[config.mk]
export PLATFORM = sky130hd
export DESIGN_NAME = periph_top
export DESIGN_NICKNAME = d
export VERILOG_FILES = /design/src/periph_pkg.sv /design/src/periph_decoder.sv /design/src/pwm_channel.sv /design/src/gpio_port.sv /design/src/periph_top.sv
export SDC_FILE = /design/constraint.sdc
export NUM_CORES = 1
export LEC_CHECK = 0
export BUFFER_PORTS_ARGS = -buffer_cell sky130_fd_sc_hd__buf_2
export CELL_PAD_IN_SITES_DETAIL_PLACEMENT = 0
export CELL_PAD_IN_SITES_GLOBAL_PLACEMENT = 2
export CORE_MARGIN = 4
export CORE_UTILIZATION = 38
export CTS_CLUSTER_DIAMETER = 40
export DETAILED_ROUTE_END_ITERATION = 10
export PLACE_DENSITY = 0.82
export REMOVE_ABC_BUFFERS = 1
export SLEW_MARGIN = 10
export SYNTH_ARGS = -nofsm -noshare
export SYNTH_HDL_FRONTEND = slang
export SYNTH_SLANG_ARGS = --single-unit
[constraint.sdc]
create_clock -name clk -period 5.6 [get_ports clk]
set_input_delay 1.12 -clock clk [delete_from_list [all_inputs] [get_ports clk]]
set_output_delay 1.12 -clock clk [all_outputs]
set_load 0.05 [all_outputs]
[src/periph_pkg.sv]
// Bus request and register write structs, address map and register offsets.

package periph_pkg;

    // One request on the peripheral bus.
    // Addresses are byte addresses inside the 4 KiB peripheral window.
    typedef struct packed {
        logic        sel;
        logic        we;
        logic [11:0] addr;
        logic [31:0] wdata;
    } bus_req_t;

    // One register write from the decoder to a block.
    // The offset also selects the read-back word of the block.
    typedef struct packed {
        logic [3:0]  off;
        logic [31:0] data;
    } reg_wr_t;

    // Base of the GPIO register block.
    localparam logic [11:0] GPIO_BASE  = 12'h000;

    // Base of the first PWM channel.
    localparam logic [11:0] PWM_BASE   = 12'h100;

    // Byte span of one PWM channel, four words.
    localparam logic [11:0] PWM_STRIDE = 12'h010;

    // GPIO word offsets.
    localparam logic [3:0] GPIO_OUT = 4'd0;
    localparam logic [3:0] GPIO_OE  = 4'd1;
    // Read only, synchronized pins.
    localparam logic [3:0] GPIO_IN  = 4'd2;
    localparam logic [3:0] GPIO_SEL = 4'd3;

    // PWM word offsets.
    localparam logic [3:0] PWM_PERIOD = 4'd0;
    localparam logic [3:0] PWM_DUTY   = 4'd1;
    localparam logic [3:0] PWM_EN     = 4'd2;
    // Read only, live counter value.
    localparam logic [3:0] PWM_COUNT  = 4'd3;

endpackage

[src/periph_decoder.sv]
// Peripheral bus decoder with write strobes and registered read-back.

`timescale 1ns/1ns

module periph_decoder #(
    // Number of PWM channels behind the decoder.
    parameter int num_pwm   = 4,
    // PWM counter width.
    parameter int pwm_width = 16
)(
    input  logic                            clk,
    input  logic                            rst,

    // Request from the CPU side.
    input  periph_pkg::bus_req_t            req,

    // Shared write word and per-block strobes.
    output periph_pkg::reg_wr_t             wr,
    output logic                            gpio_we,
    output logic [num_pwm-1:0]              pwm_we,

    // Read words of the blocks for the current offset.
    input  logic [31:0]                     gpio_rdata,
    input  logic [num_pwm-1:0][31:0]        pwm_rdata,

    // Read data, valid one cycle after the read strobe.
    output logic [31:0]                     rdata
);
    // Channel registers never hold more than pwm_width bits.
    localparam logic [31:0] data_mask = (pwm_width >= 32) ? 32'hffff_ffff :
                                        32'((64'd1 << pwm_width) - 64'd1);

    logic               gpio_hit;
    logic [num_pwm-1:0] pwm_hit;
    logic [31:0]        read_word;

    // Block selection on the upper address bits.
    assign gpio_hit = req.addr[11:4] == periph_pkg::GPIO_BASE[11:4];

    for (genvar i = 0; i < num_pwm; i++) begin : g_hit
        localparam logic [11:0] chan_base =
            periph_pkg::PWM_BASE + 12'(i) * periph_pkg::PWM_STRIDE;
        assign pwm_hit[i] = req.addr[11:4] == chan_base[11:4];
    end

    // Word offset inside a four word window.
    assign wr.off  = {2'b00, req.addr[3:2]};
    assign wr.data = req.wdata;

    assign gpio_we = req.sel & req.we & gpio_hit;
    assign pwm_we  = {num_pwm{req.sel & req.we}} & pwm_hit;

    // Unmapped addresses read as zero.
    always_comb begin
        read_word = '0;
        if (gpio_hit) begin
            read_word = gpio_rdata;
        end
        for (int i = 0; i < num_pwm; i++) begin
            if (pwm_hit[i]) begin
                read_word = pwm_rdata[i] & data_mask;
            end
        end
    end

    // Holds the last read until the next one.
    always_ff @(posedge clk) begin
        if (rst) begin
            rdata <= '0;
        end else if (req.sel && !req.we) begin
            rdata <= read_word;
        end
    end

    // No two blocks ever take the same write.
    a_we_onehot: assert property (
        @(posedge clk) disable iff (rst)
        $onehot0({gpio_we, pwm_we})
    ) else $error("more than one block write strobe active");

endmodule

[src/pwm_channel.sv]
// One PWM generator with period, duty, enable and a free-running counter.

`timescale 1ns/1ns

module pwm_channel #(
    // Counter, period and duty width.
    parameter int pwm_width = 16
)(
    input  logic                clk,
    input  logic                rst,

    // Register write for this channel.
    input  logic                we,
    input  periph_pkg::reg_wr_t wr,

    // Word selected by wr.off.
    output logic [31:0]         cfg_rdata,

    // Registered compare output.
    output logic                pwm
);
    logic [pwm_width-1:0] period;
    logic [pwm_width-1:0] duty;
    logic                 en;
    logic [pwm_width-1:0] count;
    logic                 restart;
    logic                 disabling;

    // Writing period or enable starts a fresh cycle.
    assign restart   = we && (wr.off == periph_pkg::PWM_PERIOD || wr.off == periph_pkg::PWM_EN);
    assign disabling = we && wr.off == periph_pkg::PWM_EN && !wr.data[0];

    always_ff @(posedge clk) begin
        if (rst) begin
            period <= '0;
            duty   <= '0;
            en     <= 1'b0;
            count  <= '0;
            pwm    <= 1'b0;
        end else begin
            if (we) begin
                case (wr.off)
                    periph_pkg::PWM_PERIOD: period <= wr.data[pwm_width-1:0];
                    periph_pkg::PWM_DUTY:   duty   <= wr.data[pwm_width-1:0];
                    periph_pkg::PWM_EN:     en     <= wr.data[0];
                    default: ;
                endcase
            end

            if (restart || !en || count >= period) begin
                count <= '0;
            end else begin
                count <= count + 1'b1;
            end

            // Compare lags the counter by one cycle.
            pwm <= en && !disabling && (count < duty);
        end
    end

    always_comb begin
        case (wr.off)
            periph_pkg::PWM_PERIOD: cfg_rdata = 32'(period);
            periph_pkg::PWM_DUTY:   cfg_rdata = 32'(duty);
            periph_pkg::PWM_EN:     cfg_rdata = 32'(en);
            periph_pkg::PWM_COUNT:  cfg_rdata = 32'(count);
            default:                cfg_rdata = '0;
        endcase
    end

    // A disabled channel never drives its pin high.
    a_off_low: assert property (
        @(posedge clk) disable iff (rst)
        !en |-> !pwm
    ) else $error("pwm high while channel disabled");

endmodule

[src/gpio_port.sv]
// GPIO output, enable and select registers, PWM merge and input synchronizer.

`timescale 1ns/1ns

module gpio_port #(
    // Number of low pins that can carry a PWM waveform.
    parameter int num_pwm = 4
)(
    input  logic                clk,
    input  logic                rst,

    // Register write for the GPIO block.
    input  logic                we,
    input  periph_pkg::reg_wr_t wr,

    // Word selected by wr.off.
    output logic [31:0]         gpio_rdata,

    // Waveforms from the PWM channels.
    input  logic [num_pwm-1:0]  pwm,

    // Pins.
    output logic [31:0]         pin_out,
    output logic [31:0]         pin_oe,
    input  logic [31:0]         pin_in
);
    logic [31:0]        out_reg;
    logic [31:0]        oe_reg;
    logic [num_pwm-1:0] sel_reg;
    logic [31:0]        in_meta;
    logic [31:0]        in_sync;

    always_ff @(posedge clk) begin
        if (rst) begin
            out_reg <= '0;
            oe_reg  <= '0;
            sel_reg <= '0;
        end else if (we) begin
            case (wr.off)
                periph_pkg::GPIO_OUT: out_reg <= wr.data;
                periph_pkg::GPIO_OE:  oe_reg  <= wr.data;
                periph_pkg::GPIO_SEL: sel_reg <= wr.data[num_pwm-1:0];
                default: ;
            endcase
        end
    end

    // Two stage synchronizer for the input pins.
    always_ff @(posedge clk) begin
        if (rst) begin
            in_meta <= '0;
            in_sync <= '0;
        end else begin
            in_meta <= pin_in;
            in_sync <= in_meta;
        end
    end

    // Selected low pins carry the PWM waveform instead of OUT.
    always_comb begin
        pin_out = out_reg;
        for (int i = 0; i < num_pwm; i++) begin
            if (sel_reg[i]) begin
                pin_out[i] = pwm[i];
            end
        end
    end

    assign pin_oe = oe_reg;

    // Unused SEL bits read as zero.
    always_comb begin
        case (wr.off)
            periph_pkg::GPIO_OUT: gpio_rdata = out_reg;
            periph_pkg::GPIO_OE:  gpio_rdata = oe_reg;
            periph_pkg::GPIO_IN:  gpio_rdata = in_sync;
            periph_pkg::GPIO_SEL: gpio_rdata = 32'(sel_reg);
            default:              gpio_rdata = '0;
        endcase
    end

endmodule

[src/periph_top.sv]
// Peripheral top level with decoder, PWM channel array and GPIO port.

`timescale 1ns/1ns

module periph_top #(
    // Number of PWM channels, 1 to 8.
    parameter int num_pwm   = 4,
    // PWM counter width.
    parameter int pwm_width = 16
)(
    input  logic                 clk,
    input  logic                 rst,

    // CPU side bus.
    input  periph_pkg::bus_req_t req,
    output logic [31:0]          rdata,

    // GPIO pins.
    output logic [31:0]          pin_out,
    output logic [31:0]          pin_oe,
    input  logic [31:0]          pin_in
);
    periph_pkg::reg_wr_t       wr;
    logic                      gpio_we;
    logic [num_pwm-1:0]        pwm_we;
    logic [31:0]               gpio_rdata;
    logic [num_pwm-1:0][31:0]  pwm_rdata;
    logic [num_pwm-1:0]        pwm;

    periph_decoder #(
        .num_pwm   (num_pwm),
        .pwm_width (pwm_width)
    ) u_decoder (
        .clk        (clk),
        .rst        (rst),
        .req        (req),
        .wr         (wr),
        .gpio_we    (gpio_we),
        .pwm_we     (pwm_we),
        .gpio_rdata (gpio_rdata),
        .pwm_rdata  (pwm_rdata),
        .rdata      (rdata)
    );

    // Channel i sits at PWM_BASE + i * PWM_STRIDE.
    for (genvar i = 0; i < num_pwm; i++) begin : g_pwm
        pwm_channel #(
            .pwm_width (pwm_width)
        ) u_pwm (
            .clk       (clk),
            .rst       (rst),
            .we        (pwm_we[i]),
            .wr        (wr),
            .cfg_rdata (pwm_rdata[i]),
            .pwm       (pwm[i])
        );
    end

    gpio_port #(
        .num_pwm (num_pwm)
    ) u_gpio (
        .clk        (clk),
        .rst        (rst),
        .we         (gpio_we),
        .wr         (wr),
        .gpio_rdata (gpio_rdata),
        .pwm        (pwm),
        .pin_out    (pin_out),
        .pin_oe     (pin_oe),
        .pin_in     (pin_in)
    );

endmodule

**After elaboration in Yosys (flattened, before gate mapping)**

Cells that the tools add are included.
Widths: inputs -> output; s select.

- $add $sub $neg: 4
- Reductions and logical operators: 61
- Eq/ne operators: 7
- Multiplexer cells: 14
- Bitwise operators: 3
- Order comparisons: 8

Operators by type and width:

| operator | count |
|---|---|
| $pmux 16 s4 | 4 |
| $mux 32 | 5 |
| $pmux 32 s4 | 1 |
| $add 16x1->16 const B | 4 |
| $ge 16x16->1 | 4 |
| $lt 16x16->1 | 4 |
| $eq 8x5->1 const B | 4 |
| $reduce_and 2->1 | 15 |
| $logic_and 1x1->1 | 21 |
| $logic_not 1->1 | 10 |
| $logic_or 1x1->1 | 9 |
| $logic_not 8->1 | 1 |
| $reduce_or 2->1 | 4 |
| $and 4x4->4 | 1 |
| $eq 2x2->1 const B | 2 |
| $logic_not 4->1 | 1 |
| $mux 1 | 4 |
| $and 1x1->1 | 2 |
| $eq 2x1->1 const B | 1 |

- Word-level logic and storage cells: 123
- Input port bits: 80
- Output and inout port bits: 96
- Flip-flop bits (word level): 364

**Depth between registers and ports, before layout**

Gate-level depths: netlist of run 1.

- Word-level depth: 7
- Depth in mapped cells: 10
- Mapped depth without buffers: 8

**By module**

From an unflattened synthesis of run 1, not the netlist that was laid out.

- Cell total of the unflattened synthesis: 2413
- Area total of the unflattened synthesis: 20297.0 sq um

Modules (own cells, without submodules):

| module | seq. area each (sq um) | area each (sq um) | cells an instance | times used |
|---|---|---|---|---|
| pwm_channel at g_pwm[0].u_pwm ... | 1001.0 | 3121.7 | 397 | 3 |
| gpio_port | 2642.5 | 5645.4 | 537 | 1 |
| pwm_channel at g_pwm[3].u_pwm | 1001.0 | 3164.3 | 417 | 1 |
| periph_decoder | 640.6 | 2122.0 | 268 | 1 |

**Worst setup path before layout of run 1**

OpenSTA, ideal clock, no wires.

- Path kind: input -> register
- Start point: input req[39] in the netlist's numbering
- End point: register g_pwm[1].u_pwm.count[10]
- Data arrival time: 2.673 ns
- Cell stages on the path: 6
- Library setup time: 0.132 ns
- Slack: 2.795 ns
- Required time: 5.468 ns
- Cells stage by stage: or4_4 > or2_1 > buf_6 > o31ai_2 > buf_4 > nor3_1

- Cells in the longest elaborated chain, start to end: 6

RTL lines:

| element | RTL line | text |
|---|---|---|
| start: declaration | periph_top.sv:15 | `input periph_pkg::bus_req_t req,` |
| $eq 8x5->1 | periph_decoder.sv:43 | `assign pwm_hit[i] = req.addr[11:4] == chan_base[11:4];` |
| $and 4x4->4 | periph_decoder.sv:51 | `assign pwm_we = {num_pwm{req.sel & req.we}} & pwm_hit;` |
| $logic_and 1x1->1 | pwm_channel.sv:30 | `assign restart = we && (wr.off == periph_pkg::PWM_PERIOD \|\| wr.off == periph_pkg::PWM_EN);` |
| $logic_or 1x1->1 (2 in a row) | pwm_channel.sv:50 | `if (restart \|\| !en \|\| count >= period) begin` |
| $reduce_or 2->1 (no line) | - |  |
| end signal: assignment | pwm_channel.sv:53 | `count <= count + 1'b1;` |
| end: declaration | pwm_channel.sv:25 | `logic [pwm_width-1:0] count;` |

Every way passes these cells.
A chain may end at the register's enable or synchronous reset.

**Final worst setup path of run 1**

- Start point: input req[39] in the netlist's numbering
- End point: register g_pwm[1].u_pwm.duty[0]

- Cells in the longest elaborated chain, start to end: 3

RTL lines:

| element | RTL line | text |
|---|---|---|
| $eq 8x5->1 | periph_decoder.sv:43 |  |
| $and 4x4->4 | periph_decoder.sv:51 |  |
| $reduce_and 2->1 (no line) | - |  |
| end signal: assignment | pwm_channel.sv:44 | `periph_pkg::PWM_DUTY: duty <= wr.data[pwm_width-1:0];` |
| end: declaration | pwm_channel.sv:23 | `logic [pwm_width-1:0] duty;` |

Every way passes these cells.

==> impl_metrics.tcl, run 1 <==
set metrics [dict create \
    avgViaCountPerCell 5.373 \
    gr-total-overflow 0 \
    cts_setup_buffers 0 \
    critical_path.cell_chain "buf_2 -> or4_4 -> nor2_2 -> nand3_4 -> buf_4 -> nor2_1 -> buf_4 -> nand2_1 -> a21oi_1" \
    compound_cell_area_share_of_the_yosys_netlist_pct 19.11 \
    fin_tns_setup_ns 0 \
    io_pins 176 \
    clkSlewWorstSetupHoldPaths_ns 0.05 \
    synth_mux_area_share_pct 3.605 \
    crit_required_ns 6.10 \
    post-synth-top-area-cell "dfxtp_1" \
    grt_pass1_wl_um 99530 \
    startpoint_types "input port" \
    p_int_mw 5.311 \
    clock-skew-final_ns 0.03586 \
    cts_tree "built" \
    fillCellCount 4966 \
    drv_slew 0 \
    timing.critical_path.mode_cell "buf_4" \
    timing_worst_setup_path_type "input port to flop" \
    hold_buffers 0 \
    synth_sequential_area_ratio_pct 38.88 \
    power.share.switching_pct 23.51 \
    total_cts_buffers 66 \
    dominant_combinational_cell_family_by_area_after_synthesis "simple AND/OR/NAND/NOR gates" \
    synth_simple_gate_area_share_pct 19.87 \
    slew_headroom_pct 19.91 \
    regArea_um2 7287 \
    synth_cell_type_count 61 \
    cp_slowest_cell "nand3_4" \
    dr.first_iter.drc_count 1093 \
    cts-resized-gates 0 \
    placeableCoreArea_um2 48850 \
    power.clock.fraction_pct 58.3 \
    worst-r2r-setup-slack_ns 3.23 \
    grt.total_usage_pct 24.28 \
    hold-path-cell-count 1 \
    cts-root-buf "clkbuf_16" \
    dpl_wire_length_um 44440 \
    timing.reg2reg.worst_path_depth 6 \
    ys.warnings.count 0 \
    hp-class "flop to flop" \
    worst_path_largest_cell_delay_ns 0.59 \
    finalCoreUtilization_pct 45.18 \
    rsz0062_at_grt "no" \
    power_switching_mw 1.632 \
    yosys-top-cells-area "dfxtp_1, nand2_1, ha_1" \
    initial_core_util_pct 38.37 \
    synth.cell_area_um2 18740 \
    clkLatencyLatePin_ns 0.61 \
    syn_inst 2363 \
    drc 0 \
    ratio_of_cells_with_drive_above_1_in_the_final_layout_pct 14.00 \
    shortest_clock_period_the_worst_path_allows_after_layout_ns 3.744 \
    largestRegisters "g_pwm.u_pwm.count: 64 flops, g_pwm.u_pwm.duty: 64 flops, g_pwm.u_pwm.period: 64 flops" \
    die-width_um 230.1 \
    flow.area_growth_from_synthesis_pct 17.76 \
    timing.critical_path.to_type "flop" \
    buffers_on_ports 173 \
    synth-edff-count 0 \
    drv_cap 0 \
    drt_wl_total_um 65690 \
    wl_per_cell_um 20.81 \
    syn_area_per_cell_um2 7.932 \
    clock-sinks 364 \
    asyncSetResetFlopFracSynth_pct 0 \
    route.antenna.remaining_nets 0 \
    finalNetCount 2652 \
    synth_top_area_share_pct 38.88 \
    die-area_um2 52940 \
    max_slew.worst_pin.slew_ns 1.194 \
    fp.dieH_um 230.1 \
    antenna_cells_inserted 0 \
    comb_power_share_pct 3.9 \
    timing.rr.end "g_pwm[1].u_pwm.count[11]" \
    synth.ff_latch_count 364 \
    cp_top_family "simple AND/OR/NAND/NOR gates" \
    setup_viol 0 \
    antenna_found_initial 1 \
    cts_max_path_buffers 3 \
    routed-via-count 16960 \
    gpl.final_weighted_congestion 0.8730 \
    critPathArrivalTime_ns 4.25 \
    timing_hold_violations_final 0 \
    ctsHtreeMaxLevel 3 \
    vdd_drop_max_v 0.0002189 \
    rows 81 \
    p_leak_nw 8.185 \
    power.density_cell_area_nw_per_um2 314.5 \
    synthAdderAreaFrac_pct 8.545 \
    first_global_vias 16530 \
    worstPathBufferInverterCount 3 \
    achievable-frequency_ghz 0.2671 \
    crit-reg2reg-launch "g_pwm[1].u_pwm.count[13]" \
    synthFlopType "dfxtp_1" \
    worstHoldStart "u_gpio.in_meta[27]" \
    largest_net_degree_at_the_start_of_global_routing 74 \
    synthXorXnorAreaFrac_pct 2.617 \
    worstPathMaxFanout 37 \
    outcome "finished clean" \
    post-route-period-util_pct 66.85 \
    multiInputGateArea_um2 10090 \
    min_delay_worst_endpoint "u_gpio.in_sync[27]" \
    sequentialPowerShare_pct 37.8 \
    firstDrtPassIters 6 \
]
worst max path at each step:
stage / from / end / slack [ns] / depth (start not counted)
after detailed placement: req[39] / g_pwm[1].u_pwm.duty[4] / 1.28 / 9
after CTS: req[39] / g_pwm[1].u_pwm.duty[4] / 1.91 / 9
after floorplan: req[35] / u_gpio.out_reg[0] / 0.76 / 4
after global placement: req[39] / g_pwm[1].u_pwm.duty[13] / 1.36 / 9
after global routing: req[39] / g_pwm[1].u_pwm.duty[0] / 1.70 / 9
final: req[39] / g_pwm[1].u_pwm.duty[0] / 1.86 / 9
per-stage QoR:
stage | power [mW] | instance area (µm²) | setup slack, ns | std cells | hold WS (ns)
floorplan | 2.746 | 17850 | 0.7585 | 2174 | 0.4138
global route | 7.140 | 22070 | 1.703 | 3157 | 0.4484
global placement | 2.945 | 19820 | 1.356 | 3040 | 0.4171
CTS | 7.014 | 22070 | 1.912 | 3157 | 0.4335
finish | 6.943 | 22070 | 1.856 | 3157 | 0.4329
detailed placement | 2.947 | 19820 | 1.285 | 3040 | 0.4212
worst reg2reg max path, cell delays in order (launching register included):
cell and delay [ns]:
dfxtp_1 0.46, ha_1 0.29, a21oi_1 0.16, nor2_1 0.05, a2111oi_0 0.59, o31ai_2 0.44
nor3_1 0.29
layout make-up:
| class | count | area share [%] |
|---|---|---|
| Tap cell | 664 | 3.764 |
| Inverter | 130 | 2.211 |
| Clock buffer | 83 | 8.367 |
| Sequential cell | 364 | 33.01 |
| Timing Repair Buffer | 202 | 5.051 |
| Clock inverter | 34 | 1.859 |
| Multi-Input combinational cell | 1680 | 45.73 |
cells by family after synthesis:
kind of cell,count (synthesis)
flops,364
mux,57
buf+inv,319
xor+xnor,56
fa+ha+maj,128
compound gates,613
simple gates,826
power groups by stage:
stage / registers, mW / clock network (mW) / logic [mW]
2_1_floorplan: 2.67 / 0 / 0.0742
3_3_place_gp: 2.67 / 0 / 0.272
3_5_place_dp: 2.67 / 0 / 0.273
4_1_cts: 2.62 / 4.12 / 0.274
5_1_grt: 2.62 / 4.23 / 0.290
6_report: 2.62 / 4.05 / 0.274
layout by cell type (no fill, tap or decap), types with 11 or more instances in the layout:
master     netlist  final
a211oi_1        19     19
a21o_1          16     16
a21oi_1        265    265
a221o_1         18     18
a221oi_1        18     18
a22oi_1         18     18
and3_1          19     19
buf_2           25    170
buf_4           35     29
clkbuf_16        0     67
clkbuf_8         0     11
dfxtp_1        364    364
ha_1           128    128
inv_1          130    130
mux2i_1         45     45
nand2_1        487    487
nand2b_1        12     12
nand3_1         70     70
nand4_1         17     17
nor2_1          78     77
nor2b_1         69     68
nor3_1          27     27
o21ai_0        193    193
xnor2_1         32     32
xor2_1          24     24
Yosys cell counts (all sizes together), types with 19 or more instances:
| cell type | n |
|---|---|
| a21oi | 265 |
| xor2 | 24 |
| nand2 | 487 |
| nand3 | 72 |
| o21ai | 195 |
| and3 | 19 |
| mux2i | 45 |
| dfxtp | 364 |
| nor2b | 69 |
| buf | 71 |
| ha | 128 |
| inv | 130 |
| nor3 | 31 |
| clkbuf | 118 |
| nor2 | 83 |
| xnor2 | 32 |
| a211oi | 19 |
layer usage:
metal | GRT usage [%] | up-vias | wire length [µm]
met5 | 0 | - | 9
met1 | 31.01 | 8088 | 28340
met2 | 39.52 | 505 | 30280
li1 | - | 8256 | -
met3 | 6.925 | 110 | 5060
met4 | 8.223 | 2 | 2005
(Power assumes the default switching activity.)
==> inputs of run 2 (changes only) <==
Settings changed: CORE_UTILIZATION 38 to 32, PLACE_DENSITY 0.82 to 0.73.
Clock period 5.6 ns to 3.38 ns, I/O delays scaled along.
==> run 2 against run 1 <==
Cell count increased by 4.9%. Core utilization down 5.1 points. Via count is 1.2% higher. Wire length increased by 5.8%. First-iteration DRC count increased by 7.0%. Sequential share of layout area fell by 1.6 points. Critical endpoint is now g_pwm[1].u_pwm.count[10]. Largest cell class unchanged.
==> impl_metrics.tcl, run 2 (synthesis gave the netlist of run 1 again) <==
set metrics [dict create \
    largestRegisters "g_pwm.u_pwm.count: 64 flops, g_pwm.u_pwm.duty: 64 flops, g_pwm.u_pwm.period: 64 flops" \
    dpl_worst_slack_ns 0.2372 \
    finalNetCount 2690 \
    worstHoldStart "pin_in[26]" \
    drv_slew 0 \
    hold_buffers 0 \
    power.density_cell_area_nw_per_um2 571.5 \
    drv_cap 0 \
    cts_tree "built" \
    firstDrtPassIters 5 \
    min_delay_worst_endpoint "u_gpio.in_meta[26]" \
    gpl.final_weighted_congestion 0.8592 \
    timing_worst_setup_path_type "flop to flop" \
    worst-r2r-setup-slack_ns 0.99 \
    flow.area_growth_from_synthesis_pct 23.60 \
    setup_viol 0 \
    grt.total_usage_pct 21.51 \
    timing_hold_violations_final 0 \
    routed-via-count 17160 \
    clkLatencyLatePin_ns 0.62 \
    initial_core_util_pct 32.42 \
    drc 0 \
    timing.reg2reg.worst_path_depth 9 \
    shortest_clock_period_the_worst_path_allows_after_layout_ns 2.391 \
    max_slew.worst_pin.slew_ns 1.002 \
    rows 88 \
    mostFrequentLayoutCells "nand2_1, dfxtp_1, a21oi_1, o21ai_0, buf_2" \
    hp-class "input port to flop" \
    fin_hold_ws_ns 0.2545 \
    grt_pass1_wl_um 104000 \
    clock-sinks 364 \
    die-area_um2 62510 \
    vdd_drop_max_v 0.0004434 \
    cts_setup_buffers 0 \
    rsz0062_at_grt "no" \
    fillCellCount 6012 \
    post_dp_cell_area_um2 20220 \
    timing.critical_path.to_type "flop" \
    io_pins 176 \
    post-route-period-util_pct 70.74 \
    drt_wl_total_um 69500 \
    worstPathMaxFanout 16 \
    fin_tns_setup_ns 0 \
    largest_net_degree_at_the_start_of_global_routing 190 \
    gr-total-overflow 0 \
    timing.rr.end "g_pwm[1].u_pwm.count[10]" \
    cts_max_path_buffers 3 \
    total_cts_buffers 80 \
    outcome "finished clean" \
    buffers_on_ports 173 \
    first_global_vias 16790 \
    crit-reg2reg-launch "g_pwm[1].u_pwm.count[0]" \
    clkSlewWorstSetupHoldPaths_ns 0.06 \
    wl_per_cell_um 20.98 \
    die-width_um 250.0 \
    route.antenna.remaining_nets 0 \
    slew_headroom_pct 32.93 \
    ratio_of_cells_with_drive_above_1_in_the_final_layout_pct 15.87 \
    startpoint_types "flop" \
    dpl_wire_length_um 46960 \
    p_leak_nw 8.657 \
    dr.first_iter.drc_count 1169 \
    critPathArrivalTime_ns 2.85 \
    fp.dieH_um 250.0 \
    final_design_area_no_fill_um2 23170 \
    crit_required_ns 3.84 \
    mostFrequentLayoutCell "nand2_1" \
    cts-resized-gates 0 \
    ctsHtreeMaxLevel 3 \
    achievable-frequency_ghz 0.4183 \
    hold-path-cell-count 2 \
    fin_ws_ns 0.9891 \
    clock-skew-final_ns 0.02235 \
    avgViaCountPerCell 5.181 \
    placeableCoreArea_um2 57810 \
    antenna_found_initial 3 \
    cts-root-buf "clkbuf_16" \
]
run 2: changes by cell type in the layout (fill, tap and decap cells not counted), sizes merged:
cell      change
clkinv        +9
clkbuf       +13
clkinvlp      +2
buf          +24
inv           -2
bufinv        +7
diode         +2
run 2: worst max path at each step:
stage,startpoint,to,cells after the start
finish,g_pwm[1].u_pwm.count[0],g_pwm[1].u_pwm.count[10],9
detailed placement,req[39],g_pwm[1].u_pwm.count[11],5
floorplan,req[35],u_gpio.out_reg[0],4
CTS,req[39],g_pwm[1].u_pwm.count[10],5
global route,g_pwm[1].u_pwm.count[0],g_pwm[1].u_pwm.count[10],9
global placement,req[39],g_pwm[1].u_pwm.count[2],5
run 2: cell type report:
type                            count  area [µm²]  share of cell area, %
Multi-Input combinational cell   1680       10100                  43.61
Sequential cell                   364        7287                  31.45
Clock buffer                       96        2203                  9.511
Timing Repair Buffer              226        1395                  6.022
Tap cell                          765       957.2                  4.132
Clock inverter                     50       728.2                  3.143
Inverter                          130       488.0                  2.106
Antenna cell                        2       5.005                0.02160
run 2: routing by layer:
metal | vias to the layer above | GRT usage [%] | share of wire [%]
li1 | 8347 | - | -
met5 | - | 0 | 0.029
met2 | 518 | 34.25 | 45
met4 | 2 | 6.293 | 2.6
met1 | 8187 | 28.10 | 44
met3 | 110 | 6.774 | 8.1
run 2: power by group:
group | total (mW) | internal (mW) | leakage, nW | switching, mW
clock network | 8.41 | 5.68 | 1.42 | 2.74
registers | 4.35 | 4.34 | 2.94 | 0.00925
logic | 0.478 | 0.124 | 4.29 | 0.354
run 2: metrics by stage:
step	util, %	cells	total power, mW
3_3_place_gp	34.98	3165	4.903
2_1_floorplan	-	2174	4.550
5_1_grt	40.07	3311	13.61
6_report	40.08	3313	13.24
4_1_cts	40.05	3311	13.39
3_5_place_dp	34.98	3165	4.906
run 2: critical path: stages (launching register included):
cell and delay [ns]:
dfxtp_1 0.52, inv_1 0.11, ha_1 0.29, nand2b_1 0.09, a211oi_1 0.07, o21ai_0 0.17
o2111ai_1 0.19, a2111oi_2 0.41, buf_4 0.29, nor3_1 0.08
==> inputs of run 3 (changes only) <==
Settings changed: ABC_AREA set to 1, CORE_UTILIZATION 32 to 35, PLACE_DENSITY 0.73 to 0.78.
Clock period 3.38 ns to 2.5 ns, I/O delays scaled along.
==> run 3 against run 2 <==
Non-clock buffer count is 22 higher. Clock-buffer cell count is 15 lower. First-iteration DRC count is 0.26% higher. Hold slack worse by 0.16 ns. Synthesized cell count is 8.7% higher. Register-to-register slack worse by 0.54 ns. Cell area is 0.32% higher. Critical path depth is 6 lower. Synthesized area is 1.1% higher. Combinational power is 54% higher. Via count is 0.24% higher.
==> impl_metrics.tcl, run 3 <==
set metrics [dict create \
    dominant_combinational_cell_family_by_area_after_synthesis "simple AND/OR/NAND/NOR gates" \
    rows 85 \
    cts_tree "built" \
    clock-sinks 364 \
    largestRegisters "g_pwm.u_pwm.count: 64 flops, g_pwm.u_pwm.duty: 64 flops, g_pwm.u_pwm.period: 64 flops" \
    slew_headroom_pct 62.82 \
    synthAdderAreaFrac_pct 8.448 \
    placeableCoreArea_um2 53710 \
    crit-reg2reg-launch "g_pwm[0].u_pwm.count[10]" \
    crit_required_ns 2.00 \
    gpl.final_weighted_congestion 0.8579 \
    fin_hold_ws_ns 0.08976 \
    dpl_wire_length_um 48120 \
    drv_slew 0 \
    flow.area_growth_from_synthesis_pct 22.59 \
    firstDrtPassIters 5 \
    synth.most_common_cell "nand2_1" \
    cts_max_path_buffers 3 \
    cts-resized-gates 0 \
    synthFlopType "dfxtp_1" \
    ys.warnings.count 0 \
    timing_worst_setup_path_type "flop to output pin" \
    startpoint_types "flop" \
    power.density_cell_area_nw_per_um2 741.7 \
    compound_cell_area_share_of_the_yosys_netlist_pct 17.54 \
    cts_setup_buffers 0 \
    avgViaCountPerCell 4.923 \
    hold_buffers 0 \
    finalCoreUtilization_pct 43.27 \
    mostFrequentLayoutCell "nand2_1" \
    max_slew.worst_pin.slew_ns 0.5558 \
    total_cts_buffers 73 \
    antenna_found_initial 8 \
    synth_cell_type_count 45 \
    ratio_of_cells_with_drive_above_1_in_the_final_layout_pct 16.33 \
    worstHoldStart "pin_in[31]" \
    critPathArrivalTime_ns 1.69 \
    synth_top_area_share_pct 38.44 \
    p_leak_nw 9.892 \
    initial_core_util_pct 35.30 \
    largest_net_degree_at_the_start_of_global_routing 60 \
    route.antenna.remaining_nets 0 \
    grt_pass1_wl_um 99780 \
    synth.cell_area_um2 18960 \
    gr-total-overflow 0 \
    first_global_vias 16770 \
    grt.total_usage_pct 22.55 \
    die-width_um 240.7 \
    detail_route.wirelength.met1_um 30890 \
    buffers_on_ports 173 \
    synth.ff_latch_count 364 \
    fp.dieH_um 240.7 \
    drt_wl_total_um 65910 \
    timing.critical_path.to_type "output pin" \
    achievable-frequency_ghz 0.4560 \
    syn_inst 2568 \
    post-route-period-util_pct 87.73 \
    synthTopCellsByCount "nand2_1, inv_1, dfxtp_1" \
    asyncSetResetFlopFracSynth_pct 0 \
    mostFrequentLayoutCells "nand2_1, inv_1, dfxtp_1, a21oi_1, nor2_1" \
    clkSlewWorstSetupHoldPaths_ns 0.05 \
    setup_viol 0 \
    antenna_cells_inserted 0 \
    drc 0 \
    vdd_drop_max_v 0.0004205 \
    syn_area_per_cell_um2 7.382 \
    dr_wl_met2_um 29050 \
    ctsHtreeMaxLevel 3 \
    dr.first_iter.drc_count 1172 \
    hp-class "input port to flop" \
    worstSetupStartpoint "u_gpio.out_reg[2]" \
    finalNetCount 2950 \
    routed-via-count 17210 \
    drv_cap 0 \
    synth_sequential_area_ratio_pct 38.44 \
    clkLatencyLatePin_ns 0.61 \
    io_pins 176 \
    synth_mux_area_share_pct 0 \
    outcome "finished clean" \
    synthXorXnorAreaFrac_pct 2.495 \
    top_signal_layer_used "met5" \
    cts-root-buf "clkbuf_16" \
    yosys-top-cells-area "dfxtp_1, ha_1, nand2_1" \
    post-synth-top-area-cell "dfxtp_1" \
    die-area_um2 57950 \
    synth-edff-count 0 \
    synth_simple_gate_area_share_pct 20.58 \
    wl_per_cell_um 18.86 \
    rsz0062_at_grt "no" \
    timing_hold_violations_final 0 \
    worstPathMaxFanout 2 \
    clock-skew-final_ns 0.02308 \
    shortest_clock_period_the_worst_path_allows_after_layout_ns 2.193 \
    met3_length_um 4445 \
]
-- run 3: cell count changes in the layout (fill, tap and decap cells not counted), sizes merged, moves of 18 or more --
cell	before	now
inv	134	414
nor2	83	247
nor2b	69	0
nand2	487	430
nand3	72	126
mux2i	45	0
o21ai	195	228
o221ai	0	27
a21oi	265	289
buf	226	248
xnor2	32	13
a221o	18	0
a221oi	18	0
a22oi	18	0
-- run 3: layer usage --
layer	global-route usage [%]	vias up
met4	6.590	10
met5	0	-
li1	-	8707
met3	5.245	87
met1	30.99	7961
met2	35.62	440
-- run 3: kinds of logic after synthesis --
group / count (synthesis)
simple gates: 867
fa+ha+maj: 128
flops: 364
buf+inv: 552
xor+xnor: 54
compound gates: 603
-- run 3: area by class of cell --
class | instances | area (µm²)
sequential | 364 | 7287
fill | 5558 | 30470
clock buffer | 81 | 1949
timing repair buffer | 248 | 1594
clock inverter | 51 | 716.9
inverter | 403 | 1523
tap | 696 | 870.8
multi-input combinational | 1652 | 9300
-- run 3: where the power goes --
part           leakage (nW)  internal, mW  switching, mW  total (mW)
registers              2.95          5.87         0.0203        5.89
clock network          1.30          7.12           3.49        10.6
logic                  5.65         0.200          0.534       0.734
total                  9.89          13.2           4.04        17.2
-- run 3: per-stage QoR --
stage / setup WS, ns / total power, mW / instances / setup TNS, ns / cell area (µm²)
floorplan: -1.337 / 6.299 / 2419 / -176.90 / 18110
global placement: 0.1794 / 6.738 / 3363 / 0 / 20570
detailed placement: 0.1311 / 6.741 / 3363 / 0 / 20570
CTS: 0.1286 / 17.45 / 3495 / 0 / 23240
global route: 0.2084 / 17.76 / 3495 / 0 / 23240
finish: 0.3068 / 17.24 / 3495 / 0 / 23240
-- run 3: final timing paths --
| kind | endpoint | slack (ns) | cells after the start |
|---|---|---|---|
| worst max-delay path | pin_out[2] | 0.31 | 3 |
| worst min-delay path | u_gpio.in_meta[31] | 0.09 | 3 |
| worst max register to register | g_pwm[0].u_pwm.count[4] | 0.45 | 9 |
| worst min register to register | u_gpio.in_sync[18] | 0.39 | 2 |
-- run 3: critical path, stage by stage, from the launching register on --
cell and delay [ns]:
dfxtp_1 0.32, inv_1 0.06, o21ai_0 0.36, buf_2 0.35
